==> config.mk <==
export PLATFORM = sky130hd
export DESIGN_NAME = activeList
export DESIGN_NICKNAME = d
export VERILOG_FILES = /design/src/rtl/activeListPkg.sv /design/src/rtl/activeList.sv /design/src/rtl/commitView.sv /design/src/rtl/faultTracker.sv /design/src/rtl/alStorage.sv /design/src/rtl/alPointers.sv
export SDC_FILE = /design/constraint.sdc
export NUM_CORES = 2
export LEC_CHECK = 0
export BUFFER_PORTS_ARGS = -buffer_cell sky130_fd_sc_hd__buf_4
export CORE_MARGIN = 4
export CORE_UTILIZATION = 34
export DETAILED_ROUTE_END_ITERATION = 16
export GPL_ROUTABILITY_DRIVEN = 0
export PLACE_DENSITY = 0.5
export SYNTH_ARGS = -nofsm -noshare
export SYNTH_HDL_FRONTEND = slang
export SYNTH_SLANG_ARGS = --single-unit
==> constraint.sdc <==
create_clock -name clk -period 8.9 [get_ports clk]
set_input_delay 0.445 -clock clk [delete_from_list [all_inputs] [get_ports clk]]
set_output_delay 0.445 -clock clk [all_outputs]
set_load 0.02 [all_outputs]
==> src/rtl/activeListPkg.sv <==
// =========================================================================
// Active list package
// Sizes, vector types, state encodings and payload structs shared by the
// reorder buffer blocks
// =========================================================================
package activeListPkg;

    // Buffer geometry and lane counts
    localparam int alEntryNum     = 16;
    localparam int alRenameWidth  = 2;
    localparam int alCommitWidth  = 2;
    localparam int alIssueWidth   = 3;
    // Done array takes dispatch clears plus completion sets
    localparam int alDoneWriteNum = alRenameWidth + alIssueWidth;

    typedef logic [$clog2(alEntryNum)-1:0] alIndexT;
    typedef logic [$clog2(alEntryNum):0]   alCountT;
    typedef logic [1:0]                    laneCountT;
    typedef logic [31:0]                   pcT;
    typedef logic [4:0]                    regNumT;

    // Completion state reported by the issue lanes
    typedef enum logic [2:0] {
        ExecNotFinished,
        ExecSuccess,
        ExecRefetchThis,
        ExecRefetchNext,
        ExecTrap,
        ExecFault
    } execStateT;

    // Restart point for fetch after a refetch
    typedef enum logic [1:0] {
        RefetchThisPc,
        RefetchNextPc,
        RefetchBranchTarget,
        RefetchStoreNextPc
    } refetchT;

    // Dispatch payload
    typedef struct packed {
        pcT     pc;
        regNumT destReg;
    } alEntryT;

    typedef struct packed {
        alIndexT   ptr;
        execStateT state;
        pcT        pc;
        logic      isBranch;
        logic      isStore;
    } completionT;

    // Oldest faulting op seen so far
    typedef struct packed {
        logic      valid;
        alIndexT   ptr;
        pcT        pc;
        execStateT state;
    } faultRecT;

endpackage
==> src/rtl/activeList.sv <==
// =========================================================================
// Active list
// Reorder buffer top tying together pointers, payload and done arrays,
// fault tracking and the commit side view
// =========================================================================
module activeList (
    input  logic                          clk,
    input  logic                          rstN,
    input  logic [activeListPkg::alRenameWidth-1:0] pushTail,
    input  activeListPkg::alEntryT        pushData [activeListPkg::alRenameWidth],
    input  logic [activeListPkg::alIssueWidth-1:0]  completeValid,
    input  activeListPkg::completionT     completeData [activeListPkg::alIssueWidth],
    input  activeListPkg::laneCountT      popHeadNum,
    input  logic                          toRecoveryPhase,
    input  logic                          unableToStartRecovery,
    input  activeListPkg::alIndexT        flushRangeHeadPtr,
    input  activeListPkg::alIndexT        flushRangeTailPtr,
    output logic                          allocatable,
    output logic                          empty,
    output activeListPkg::alCountT        validEntryNum,
    output activeListPkg::alIndexT        pushedTailPtr [activeListPkg::alRenameWidth],
    output activeListPkg::alEntryT        headData [activeListPkg::alCommitWidth],
    output activeListPkg::execStateT      headExecState [activeListPkg::alCommitWidth],
    output logic                          exceptionDetected,
    output activeListPkg::refetchT        refetchType,
    output activeListPkg::pcT             recoveredPcCommit,
    output activeListPkg::pcT             recoveredPcWb,
    output activeListPkg::alIndexT        exceptionOpPtr,
    output logic                          flushAllInsns,
    output activeListPkg::alCountT        recoveryEntryNum
);

    activeListPkg::alIndexT  headPtr;
    activeListPkg::alIndexT  headReadPtr [activeListPkg::alCommitWidth];
    activeListPkg::faultRecT faultRec;

    logic [activeListPkg::alDoneWriteNum-1:0] doneWe;
    activeListPkg::alIndexT doneAddr [activeListPkg::alDoneWriteNum];
    logic [0:0]             doneData [activeListPkg::alDoneWriteNum];
    logic [0:0]             doneRead [activeListPkg::alCommitWidth];

    alPointers pointers (
        .clk(clk), .rstN(rstN), .pushTail(pushTail), .popHeadNum(popHeadNum),
        .headPtr(headPtr), .pushedTailPtr(pushedTailPtr), .count(validEntryNum),
        .allocatable(allocatable), .empty(empty), .nextTailPtr()
    );

    alStorage #(
        .entryWidth($bits(activeListPkg::alEntryT)),
        .writeNum(activeListPkg::alRenameWidth)
    ) entryArray (
        .clk(clk), .writeEn(pushTail), .writeAddr(pushedTailPtr), .writeData(pushData),
        .readAddr(headReadPtr), .readData(headData)
    );

    always_comb begin
        // Dispatch clears the done bit and completion lanes set it
        for (int i = 0; i < activeListPkg::alRenameWidth; i++) begin
            doneWe[i]   = pushTail[i];
            doneAddr[i] = pushedTailPtr[i];
            doneData[i] = 1'b0;
        end
        for (int i = 0; i < activeListPkg::alIssueWidth; i++) begin
            doneWe[activeListPkg::alRenameWidth+i]   = completeValid[i];
            doneAddr[activeListPkg::alRenameWidth+i] = completeData[i].ptr;
            doneData[activeListPkg::alRenameWidth+i] =
                completeData[i].state != activeListPkg::ExecNotFinished;
        end
    end

    alStorage #(
        .entryWidth(1),
        .writeNum(activeListPkg::alDoneWriteNum)
    ) doneArray (
        .clk(clk), .writeEn(doneWe), .writeAddr(doneAddr), .writeData(doneData),
        .readAddr(headReadPtr), .readData(doneRead)
    );

    faultTracker tracker (
        .clk(clk), .rstN(rstN), .completeValid(completeValid), .completeData(completeData),
        .headPtr(headPtr), .toRecoveryPhase(toRecoveryPhase),
        .unableToStartRecovery(unableToStartRecovery), .faultRec(faultRec),
        .exceptionDetected(exceptionDetected), .refetchType(refetchType),
        .recoveredPcWb(recoveredPcWb)
    );

    commitView view (
        .clk(clk), .rstN(rstN), .headPtr(headPtr), .count(validEntryNum),
        .doneBits(doneRead), .faultRec(faultRec), .flushRangeHeadPtr(flushRangeHeadPtr),
        .flushRangeTailPtr(flushRangeTailPtr), .toRecoveryPhase(toRecoveryPhase),
        .headReadPtr(headReadPtr), .headExecState(headExecState),
        .flushAllInsns(flushAllInsns), .recoveryEntryNum(recoveryEntryNum)
    );

    assign recoveredPcCommit = faultRec.pc;
    assign exceptionOpPtr    = faultRec.ptr;

endmodule

==> src/rtl/commitView.sv <==
// =========================================================================
// Commit view
// Head read addresses, per-lane execution state for commit and the
// registered flush entry count for recovery
// =========================================================================
module commitView (
    input  logic                      clk,
    input  logic                      rstN,
    input  activeListPkg::alIndexT    headPtr,
    input  activeListPkg::alCountT    count,
    input  logic [0:0]                doneBits [activeListPkg::alCommitWidth],
    input  activeListPkg::faultRecT   faultRec,
    input  activeListPkg::alIndexT    flushRangeHeadPtr,
    input  activeListPkg::alIndexT    flushRangeTailPtr,
    input  logic                      toRecoveryPhase,
    output activeListPkg::alIndexT    headReadPtr [activeListPkg::alCommitWidth],
    output activeListPkg::execStateT  headExecState [activeListPkg::alCommitWidth],
    output logic                      flushAllInsns,
    output activeListPkg::alCountT    recoveryEntryNum
);

    activeListPkg::alIndexT flushDist;
    activeListPkg::alCountT flushNum;

    always_comb begin
        for (int i = 0; i < activeListPkg::alCommitWidth; i++) begin
            headReadPtr[i] = headPtr + activeListPkg::alIndexT'(i);
            // The fault record overrides the plain done bit
            if (faultRec.valid && headReadPtr[i] == faultRec.ptr) begin
                headExecState[i] = faultRec.state;
            end else if (doneBits[i][0]) begin
                headExecState[i] = activeListPkg::ExecSuccess;
            end else begin
                headExecState[i] = activeListPkg::ExecNotFinished;
            end
        end
    end

    always_comb begin
        flushDist = flushRangeTailPtr - flushRangeHeadPtr;
        // Count tells full from empty when the pointers are equal
        if (flushRangeHeadPtr == flushRangeTailPtr &&
                count == activeListPkg::alCountT'(activeListPkg::alEntryNum)) begin
            flushAllInsns = 1'b1;
            flushNum      = activeListPkg::alCountT'(activeListPkg::alEntryNum);
        end else begin
            flushAllInsns = 1'b0;
            flushNum      = activeListPkg::alCountT'(flushDist);
        end
    end

    // One cycle late for the rename committer
    always_ff @(posedge clk) begin
        if (!rstN) begin
            recoveryEntryNum <= '0;
        end else if (toRecoveryPhase) begin
            recoveryEntryNum <= flushNum;
        end
    end

endmodule

==> src/rtl/faultTracker.sv <==
// =========================================================================
// Fault tracker
// Keeps the oldest faulting completion relative to the head and decides
// whether recovery starts at writeback or waits for commit
// =========================================================================
module faultTracker (
    input  logic                           clk,
    input  logic                           rstN,
    input  logic [activeListPkg::alIssueWidth-1:0] completeValid,
    input  activeListPkg::completionT      completeData [activeListPkg::alIssueWidth],
    input  activeListPkg::alIndexT         headPtr,
    input  logic                           toRecoveryPhase,
    input  logic                           unableToStartRecovery,
    output activeListPkg::faultRecT        faultRec,
    output logic                           exceptionDetected,
    output activeListPkg::refetchT         refetchType,
    output activeListPkg::pcT              recoveredPcWb
);

    activeListPkg::faultRecT  nextRec;
    activeListPkg::alIndexT   oldestAge;
    activeListPkg::alIndexT   laneAge;
    activeListPkg::execStateT laneState;
    logic                     refetchHit;
    logic                     recoverAtCommit;

    always_comb begin
        nextRec         = faultRec;
        oldestAge       = faultRec.ptr - headPtr;
        laneAge         = '0;
        laneState       = activeListPkg::ExecNotFinished;
        refetchHit      = 1'b0;
        recoverAtCommit = 1'b0;
        refetchType     = activeListPkg::RefetchThisPc;

        // Strict compare in lane order keeps the lower lane on a tie
        for (int i = 0; i < activeListPkg::alIssueWidth; i++) begin
            laneAge   = completeData[i].ptr - headPtr;
            laneState = completeData[i].state;
            if (completeValid[i] && !(laneState inside {activeListPkg::ExecNotFinished,
                                                        activeListPkg::ExecSuccess})) begin
                if (!nextRec.valid || laneAge < oldestAge) begin
                    oldestAge       = laneAge;
                    nextRec.valid   = 1'b1;
                    nextRec.ptr     = completeData[i].ptr;
                    nextRec.pc      = completeData[i].pc;
                    nextRec.state   = laneState;
                    refetchHit      = laneState inside {activeListPkg::ExecRefetchThis,
                                                        activeListPkg::ExecRefetchNext};
                    // Traps and faults touch CSRs, so they wait for commit
                    recoverAtCommit = laneState inside {activeListPkg::ExecTrap,
                                                        activeListPkg::ExecFault};
                    if (laneState == activeListPkg::ExecRefetchNext) begin
                        if (completeData[i].isBranch) begin
                            refetchType = activeListPkg::RefetchBranchTarget;
                        end else if (completeData[i].isStore) begin
                            refetchType = activeListPkg::RefetchStoreNextPc;
                        end else begin
                            refetchType = activeListPkg::RefetchNextPc;
                        end
                    end else begin
                        refetchType = activeListPkg::RefetchThisPc;
                    end
                end
            end
        end

        exceptionDetected = refetchHit && !unableToStartRecovery;
        // Commit must not restart a recovery that starts here
        if (exceptionDetected) begin
            nextRec.state = activeListPkg::ExecSuccess;
        end
        recoveredPcWb = nextRec.pc;
    end

    always_ff @(posedge clk) begin
        if (!rstN) begin
            faultRec <= '0;
        end else if (toRecoveryPhase && !exceptionDetected && !recoverAtCommit) begin
            faultRec <= '0;
        end else begin
            faultRec <= nextRec;
        end
    end

endmodule

==> src/rtl/alStorage.sv <==
// =========================================================================
// Active list storage
// Distributed array with several write ports and asynchronous head reads
// =========================================================================
module alStorage #(
    parameter int entryWidth = 1,
    parameter int writeNum   = 1
) (
    input  logic                   clk,
    input  logic [writeNum-1:0]    writeEn,
    input  activeListPkg::alIndexT writeAddr [writeNum],
    input  logic [entryWidth-1:0]  writeData [writeNum],
    input  activeListPkg::alIndexT readAddr [activeListPkg::alCommitWidth],
    output logic [entryWidth-1:0]  readData [activeListPkg::alCommitWidth]
);

    logic [entryWidth-1:0] mem [activeListPkg::alEntryNum];

    // Later ports override earlier ones on the same address
    always_ff @(posedge clk) begin
        for (int i = 0; i < writeNum; i++) begin
            if (writeEn[i]) begin
                mem[writeAddr[i]] <= writeData[i];
            end
        end
    end

    always_comb begin
        for (int i = 0; i < activeListPkg::alCommitWidth; i++) begin
            readData[i] = mem[readAddr[i]];
        end
    end

endmodule

==> src/rtl/alPointers.sv <==
// =========================================================================
// Active list pointers
// Holds head, tail and occupancy, hands out compacted tail slots to the
// dispatch lanes and derives the allocation flags
// =========================================================================
module alPointers (
    input  logic                           clk,
    input  logic                           rstN,
    input  logic [activeListPkg::alRenameWidth-1:0] pushTail,
    input  activeListPkg::laneCountT       popHeadNum,
    output activeListPkg::alIndexT         headPtr,
    output activeListPkg::alIndexT         pushedTailPtr [activeListPkg::alRenameWidth],
    output activeListPkg::alCountT         count,
    output logic                           allocatable,
    output logic                           empty,
    output activeListPkg::alIndexT         nextTailPtr
);

    activeListPkg::alIndexT   tailPtr;
    activeListPkg::laneCountT pushNum;

    always_comb begin
        pushNum = '0;
        // Each active lane takes the next free slot in lane order
        for (int i = 0; i < activeListPkg::alRenameWidth; i++) begin
            pushedTailPtr[i] = tailPtr + activeListPkg::alIndexT'(pushNum);
            pushNum += activeListPkg::laneCountT'(pushTail[i]);
        end
        nextTailPtr = tailPtr + activeListPkg::alIndexT'(pushNum);
    end

    // Room for a full dispatch group
    assign allocatable = count <= activeListPkg::alCountT'(activeListPkg::alEntryNum -
                                                           activeListPkg::alRenameWidth);
    assign empty = count == '0;

    always_ff @(posedge clk) begin
        if (!rstN) begin
            headPtr <= '0;
            tailPtr <= '0;
            count   <= '0;
        end else begin
            // Index width matches the entry count, so wraparound is free
            headPtr <= headPtr + activeListPkg::alIndexT'(popHeadNum);
            tailPtr <= nextTailPtr;
            count   <= count + activeListPkg::alCountT'(pushNum)
                             - activeListPkg::alCountT'(popHeadNum);
        end
    end

endmodule

Word-level counts from Yosys, hierarchy flattened

Memories as Yosys holds them, arrays and structs flattened. A register that Yosys moved wholly into a read port is not among the register bits.
Cells that the tools add are included.
W data, S select, Z words.

Bits in registers: 58
Bits in latches: 0
Bits in writable memories: 608
Bits in read-only memories: 0
Output and inout port bits: 172
Logic and storage cells: 142
Memories kept: 2

Memory list:

| name           | depth | bits a word | rd ports | clocked after memory_dff | wr ports | RTL line        | source |
|---|---|---|---|---|---|---|---|
| entryArray.mem | 16    | 37          | 2        | 1                        | 2        | alStorage.sv:17 | `logic [entryWidth-1:0] mem [activeListPkg::alEntryNum];` |
| doneArray.mem  | 16    | 1           | 2        | 1                        | 5        | alStorage.sv:17 |  |

Add/sub/neg operators: 12
$mul: 0
Divide/modulo/power cells: 0
Order comparisons: 4
Equality and inequality tests: 19
Shifts and indexed selects: 0
Muxes and demuxes: 56
Bitwise logic cells: 1
Reduce and logical (&&, ||, !) cells: 39

Operator list:

| cell                 | count |
|---|---|
| $mux W40             | 6 |
| $mux W2              | 15 |
| $mux W1              | 26 |
| $mux W4              | 6 |
| $sub A4 B4 Y4        | 5 |
| $eq A3 B2 Y1 const B | 6 |
| $eq A3 B3 Y1 const B | 6 |
| $reduce_bool A2 Y1   | 9 |
| $eq A4 B4 Y1         | 3 |
| $lt A4 B4 Y1         | 3 |
| $eq A3 B1 Y1 const B | 3 |
| $logic_and A1 B1 Y1  | 9 |
| $logic_not A1 Y1     | 9 |
| $logic_not A3 Y1     | 3 |
| $reduce_bool A3 Y1   | 3 |
| $add A4 B2 Y4        | 2 |
| $mux W3              | 2 |
| $add A5 B2 Y5        | 1 |
| $eq A5 B5 Y1 const B | 1 |
| $le A5 B4 Y1 const B | 1 |
| $logic_not A5 Y1     | 1 |
| $mux W5              | 1 |
| $sub A5 B2 Y5        | 1 |
| $add A4 B1 Y4        | 1 |
| 6 further kinds      | 8 |

Depth between registers and ports, before layout

Word-level depth: 18
Gate-level depth with buffers: 38
Gate-level depth less buffers: 30

Hierarchy

From an unflattened synthesis, not the netlist that was laid out.

Cell total of the unflattened synthesis: 2910
Area total of the unflattened synthesis: 41448.5 sq um

Modules (own cells, without submodules):

| module                  | times used | cells each | area each (sq um) |
|---|---|---|---|
| alStorage at entryArray | 1          | 1985       | 33860.0 |
| faultTracker            | 1          | 488        | 3935.0 |
| alStorage at doneArray  | 1          | 284        | 2234.6 |
| alPointers              | 1          | 82         | 830.8 |
| commitView              | 1          | 67         | 565.5 |
| activeList              | 1          | 4          | 22.5 |

Worst setup path after synthesis

No wires, ideal clock.

Kind: register to output
Start: register pointers.headPtr[1]
End: output port refetchType[1]
Arrival time: 7.075 ns
Path slack: 1.380 ns
Stages on the path, launching flop included: 34
Path buffers: 9
Cell sequence: dfxtp_1 > clkbuf_1 > inv_1 > fa_1 > inv_1 > ha_1 > a21oi_1 > maj3_2 > a21o_1 > nor2_1 > nor2_2 > buf_4 > buf_4 > mux2i_1 > ha_1 > o21ai_0 > a21oi_1 > a21oi_1 > a31oi_1 > buf_2 > buf_2 > clkbuf_1 > o21ai_0 > ha_1 > a21o_1 > a21oi_1 > o31ai_1 > nor2_1 > o211ai_1 > o21ai_1 > buf_2 > buf_2 > buf_2 > mux2i_1

Cells in the longest elaborated chain, start to end: 13

Ends and longest elaborated chain:

| element                                                 | RTL line                               | source |
|---|---|---|
| start, declared                                         | alPointers.sv:11                       | `output activeListPkg::alIndexT headPtr,` |
| start signal, assigned                                  | alPointers.sv:44                       | `headPtr <= headPtr + activeListPkg::alIndexT'(popHeadNum);` |
| $sub A4 B4 Y4 (on tied branches)                        | faultTracker.sv:38, faultTracker.sv:29 |  |
| $lt A4 B4 Y1                                            | faultTracker.sv:42                     | `if (!nextRec.valid \|\| laneAge < oldestAge) begin` |
| $logic_or A1 B1 Y1                                      | faultTracker.sv:42                     |  |
| $mux W4 / $mux W40 (equally long branches)              | faultTracker.sv:42                     |  |
| $mux W4 / $mux W40 (equally long branches)              | faultTracker.sv:40                     | `if (completeValid[i] && !(laneState inside {activeListPkg::ExecNotFinished,` |
| $lt A4 B4 Y1 / $logic_not A1 Y1 (equally long branches) | faultTracker.sv:42                     |  |
| $logic_or A1 B1 Y1                                      | faultTracker.sv:42                     |  |
| $mux W4 / $mux W40 (equally long branches)              | faultTracker.sv:42                     |  |
| $mux W4 / $mux W40 (equally long branches)              | faultTracker.sv:40                     |  |
| $lt A4 B4 Y1 / $logic_not A1 Y1 (equally long branches) | faultTracker.sv:42                     |  |
| $logic_or A1 B1 Y1                                      | faultTracker.sv:42                     |  |
| $mux W2                                                 | faultTracker.sv:42                     |  |
| $mux W2 (*)                                             | faultTracker.sv:40                     |  |
| end, declared                                           | activeList.sv:25                       | `output activeListPkg::refetchT refetchType,` |

Every way passes the cells marked *; elsewhere a longest branch is shown, timed or not.

Final worst setup path

Start: register pointers.headPtr[1]
End: output port recoveredPcWb[24]

Cells in the longest elaborated chain, start to end: 13

Ends and longest elaborated chain:

| element                                                 | RTL line                               | source |
|---|---|---|
| $sub A4 B4 Y4 (on tied branches)                        | faultTracker.sv:38, faultTracker.sv:29 |  |
| $lt A4 B4 Y1                                            | faultTracker.sv:42                     |  |
| $logic_or A1 B1 Y1                                      | faultTracker.sv:42                     |  |
| $mux W4 / $mux W40 (equally long branches)              | faultTracker.sv:42                     |  |
| $mux W4 / $mux W40 (equally long branches)              | faultTracker.sv:40                     |  |
| $lt A4 B4 Y1 / $logic_not A1 Y1 (equally long branches) | faultTracker.sv:42                     |  |
| $logic_or A1 B1 Y1                                      | faultTracker.sv:42                     |  |
| $mux W4 / $mux W40 (equally long branches)              | faultTracker.sv:42                     |  |
| $mux W4 / $mux W40 (equally long branches)              | faultTracker.sv:40                     |  |
| $lt A4 B4 Y1 / $logic_not A1 Y1 (equally long branches) | faultTracker.sv:42                     |  |
| $logic_or A1 B1 Y1                                      | faultTracker.sv:42                     |  |
| $mux W40                                                | faultTracker.sv:42                     |  |
| $mux W40 (*)                                            | faultTracker.sv:40                     |  |
| end, declared                                           | activeList.sv:27                       | `output activeListPkg::pcT recoveredPcWb,` |

Marks and branches as above.

==> metrics.md <==
| Metric | Value |
|---|---|
| GR Overflow Total | 0 |
| Syn_nets | between 3000 and 4000 |
| Synth top area share | 44.3% |
| Routed WL | approximately 150 mm |
| Fmax | between 100 and 150 MHz |
| Nets | around 3400 |
| Area leader, netlist | edfxtp_1 |
| Comb power frac | about 36% |
| Routed vias | 28100 |
| Ys async rst share | 0% |
| First-pass GRT wire length | about 210 mm |
| WS Path Type | flip-flop to output port |
| TritonCTS Sinks | approximately 670 |
| 1st-iter DRT viols | approximately 2600 |
| Vias in the first global route | around 30000 |
| Status | complete, no violations |
| Sw frac | approximately a third |
| Share of cells above drive strength 1 | between 40% and 50% |
| TritonCTS clock tree | done |
| Most common cell after layout, fill and taps aside | mux2_2 |
| Synth warn | 0 |
| RSZ-0062 raised after global routing | false |
| DRC violation count after routing | 0 |
| Pins Over Slew Limit | 0 |
| Pwr dens | 231 nW/um^2 |
| Crit Path Max Fanout | between 40 and 50 |
| Final setup vio count | 0 |
| Hold-critical path depth | 3 |
| Final min period | 7640 ps |
| Setup_tns | 0 ps |
| Hold_buf cts | 0 |
| Hold Path Class | primary input to flip-flop |
| Worst slew margin | 23.4% |
| Most used cells in the layout excluding fill and tap cells | mux2_2, edfxtp_1, buf_4 |
| Cts repair resizes | 0 |
| Post-Syn Instances | 2944 |
| Slowest cell on crit path | fa_1 |
| Fin crit share | 85.8% |
| Clock network power share | 29.7% |
| Hold Path End | tracker.faultRec[0] |
| Mapped Area | between 40000 and 50000 um^2 |
| Die Span Y | 356 um |
| Worst Tran Pin Value | 1150 ps |
| DRT Pass-1 Iters | 6 |
| Initial Util | 34.3% |
| Max Root-Sink Buffers | 3 |
| Flop pwr share | between 30 and 40% |
| Required @ worst endpoint | between 8000 and 9000 ps |
| Worst-Skew Late Latency | approximately 660 ps |
| Syn_area_per_cell | 14.0 um^2 |
| Drt wl/cell | slightly above 30 um |
| Area growth syn-to-layout | 16.4% |
| Register-to-register setup slack | 1790 ps |
| Leakage | roughly 0.016 uW |
| Initial antenna violation count | 19 |
| Port Buffers | roughly 390 |
| FP Rows | about 130 |
| Root Buffer | clkbuf_16 |
| Die width | roughly 360 um |
| Final ANT Viol Nets | 0 |
| Internal Power | approximately 7300 uW |
| GRT Util Overall | 22.9% |
| Worst Skew | between 20 and 30 ps |
| DIE AREA | roughly 130000 um^2 |
| Power Total | 11100 uW |
| Via-per-instance ratio | slightly below 6 |
| Post-CTS Setup Bufs | 0 |
| DPL Wire Length | just over 80 mm |
| Distinct cell type count after synthesis | 66 |
| Maximum VDD drop | 133 uV |
| Switch Pwr | approximately 3700 uW |
| Ys flop type | edfxtp_1 |
| # Max-Cap Violations | 0 |
| Post-synthesis sequential area ratio | 47.1% |
| Register bit total from synthesis | ~670 |
| Main area contributors after synthesis | edfxtp_1, mux2_2, mux4_2 |
| TritonCTS buffer count | 85 |
| HP Start | completeData[34] |
| Post-synth EDFFs | 608 |
| Worst R2R Start | pointers.headPtr[1] |
| H-Tree Depth | 3 |
| CP Launch Type | flip-flop |
| Worst Path Arrival | about 7000 ps |
| Slowest Stage Delay on Critical Path | between 500 and 600 ps |
| Pin count of the biggest net entering global routing | between 150 and 200 |
| Length in cells of the worst reg-to-reg path | 28 |
| Endpoint class of the critical path | output port |
| Final hold violation count | 0 |
| R2R Path End | tracker.faultRec[12] |
| Most used cell, CP | a21oi_1 |
| Core Region | roughly 120000 um^2 |
| IO Pins | 388 |
| Clk slew on worst S/H paths | roughly 50 ps |
==> area by class of cell <==
| cell class | instances | area, um^2 |
|---|---|---|
| well taps | 1612 | 2020 |
| inverters | 39 | 146 |
| repair buffers | 442 | 3340 |
| clock buffers | 111 | 2310 |
| flip-flops and latches | 666 | 19400 |
| fillers | 11300 | 72100 |
| clock inverters | 40 | 300 |
| multi-input cells | 1896 | 20400 |
| diodes | 10 | 25.0 |
==> sequential cells by signal, indices dropped and copies added, names as in the netlist <==
| signal | flops |
|---|---|
| doneArray.mem | 16 |
| pointers.tailPtr | 4 |
| entryArray.mem | 592 |
| tracker.faultRec | 40 |
| view.recoveryEntryNum | 5 |
| pointers.headPtr | 4 |
| pointers.count | 5 |
==> worst max path at each step <==
stage	from	end	slack (ps)
4_1_cts	pointers.headPtr[1]	recoveredPcWb[2]	1300
2_1_floorplan	pointers.headPtr[1]	refetchType[1]	1380
6_report	pointers.headPtr[1]	recoveredPcWb[24]	1260
3_3_place_gp	completeData[119]	tracker.faultRec[16]	1950
3_5_place_dp	completeData[119]	tracker.faultRec[12]	1760
5_1_grt	pointers.headPtr[1]	recoveredPcWb[12]	840
==> worst max-delay path: cells and delay by family, from the launching register on <==
family	cells	cell delay [ps]
adder cells (fa/ha/maj)	5	1820
AND/OR/NAND/NOR	4	520
buffers and inverters	3	1080
multiplexers	1	430
flip-flops	1	330
AO/OA/AOI/OAI	13	2300
==> cells by family (layout without fill, tap and decap cells) <==
kind of cell | after synthesis | in the layout | share of synthesized area (%)
AND/OR/NAND/NOR | 381 | 381 | 4.55
adder cells (fa/ha/maj) | 48 | 48 | 1.62
buffers and inverters | 382 | 632 | 4.24
flip-flops | 666 | 666 | 47.1
XOR/XNOR | 27 | 27 | 0.574
multiplexers | 1090 | 1090 | 36.6
other | 0 | 10 | 0
AO/OA/AOI/OAI | 350 | 350 | 5.33
==> synth_stat cells, drive strengths merged, types with 9 or more instances <==
cell type	number
a21oi	96
a221oi	37
a22oi	37
and2	16
buf	138
clkbuf	205
dfxtp	58
edfxtp	608
fa	9
ha	38
inv	39
mux2	651
mux2i	170
mux4	269
nand2	128
nand3	19
nand3b	9
nand4b	9
nor2	89
nor2b	52
nor3	15
o211ai	15
o21ai	113
o22ai	9
xnor2	19
==> metal layers <==
layer | global-route usage [%] | wire (um) | vias to the layer above | share of wire (%)
met1 | 28.2 | 58600 | 14700 | 39
met4 | 8.36 | 5800 | 18 | 3.9
met3 | 4.58 | 10300 | 324 | 6.9
li1 | - | - | 11900 | -
met5 | 0 | 126 | - | 0.085
met2 | 39.9 | 74200 | 1186 | 50
==> stage by stage <==
stage | util [%] | cells | hold slack, ps | area (um^2) | setup slack (ps)
final | 40.0 | 4816 | 89.9 | 48000 | 1260
after global routing | 40.0 | 4813 | 73.2 | 48000 | 841
after CTS | 39.9 | 4806 | 41.2 | 48000 | 1300
after detailed placement | 37.8 | 4655 | 485 | 45400 | 1760
after global placement | 37.8 | 4655 | 472 | 45400 | 1950
after floorplan | - | 2944 | 573 | 41200 | 1380
==> power groups by stage <==
stage | clock network (uW) | registers [uW] | logic (uW)
floorplan | 0 | 3850 | 2740
global route | 3480 | 3830 | 4220
detailed placement | 0 | 3870 | 3980
finish | 3290 | 3810 | 3970
CTS | 3370 | 3810 | 4000
global placement | 0 | 3860 | 3930
Note: power is estimated with default switching activity, not from simulation.
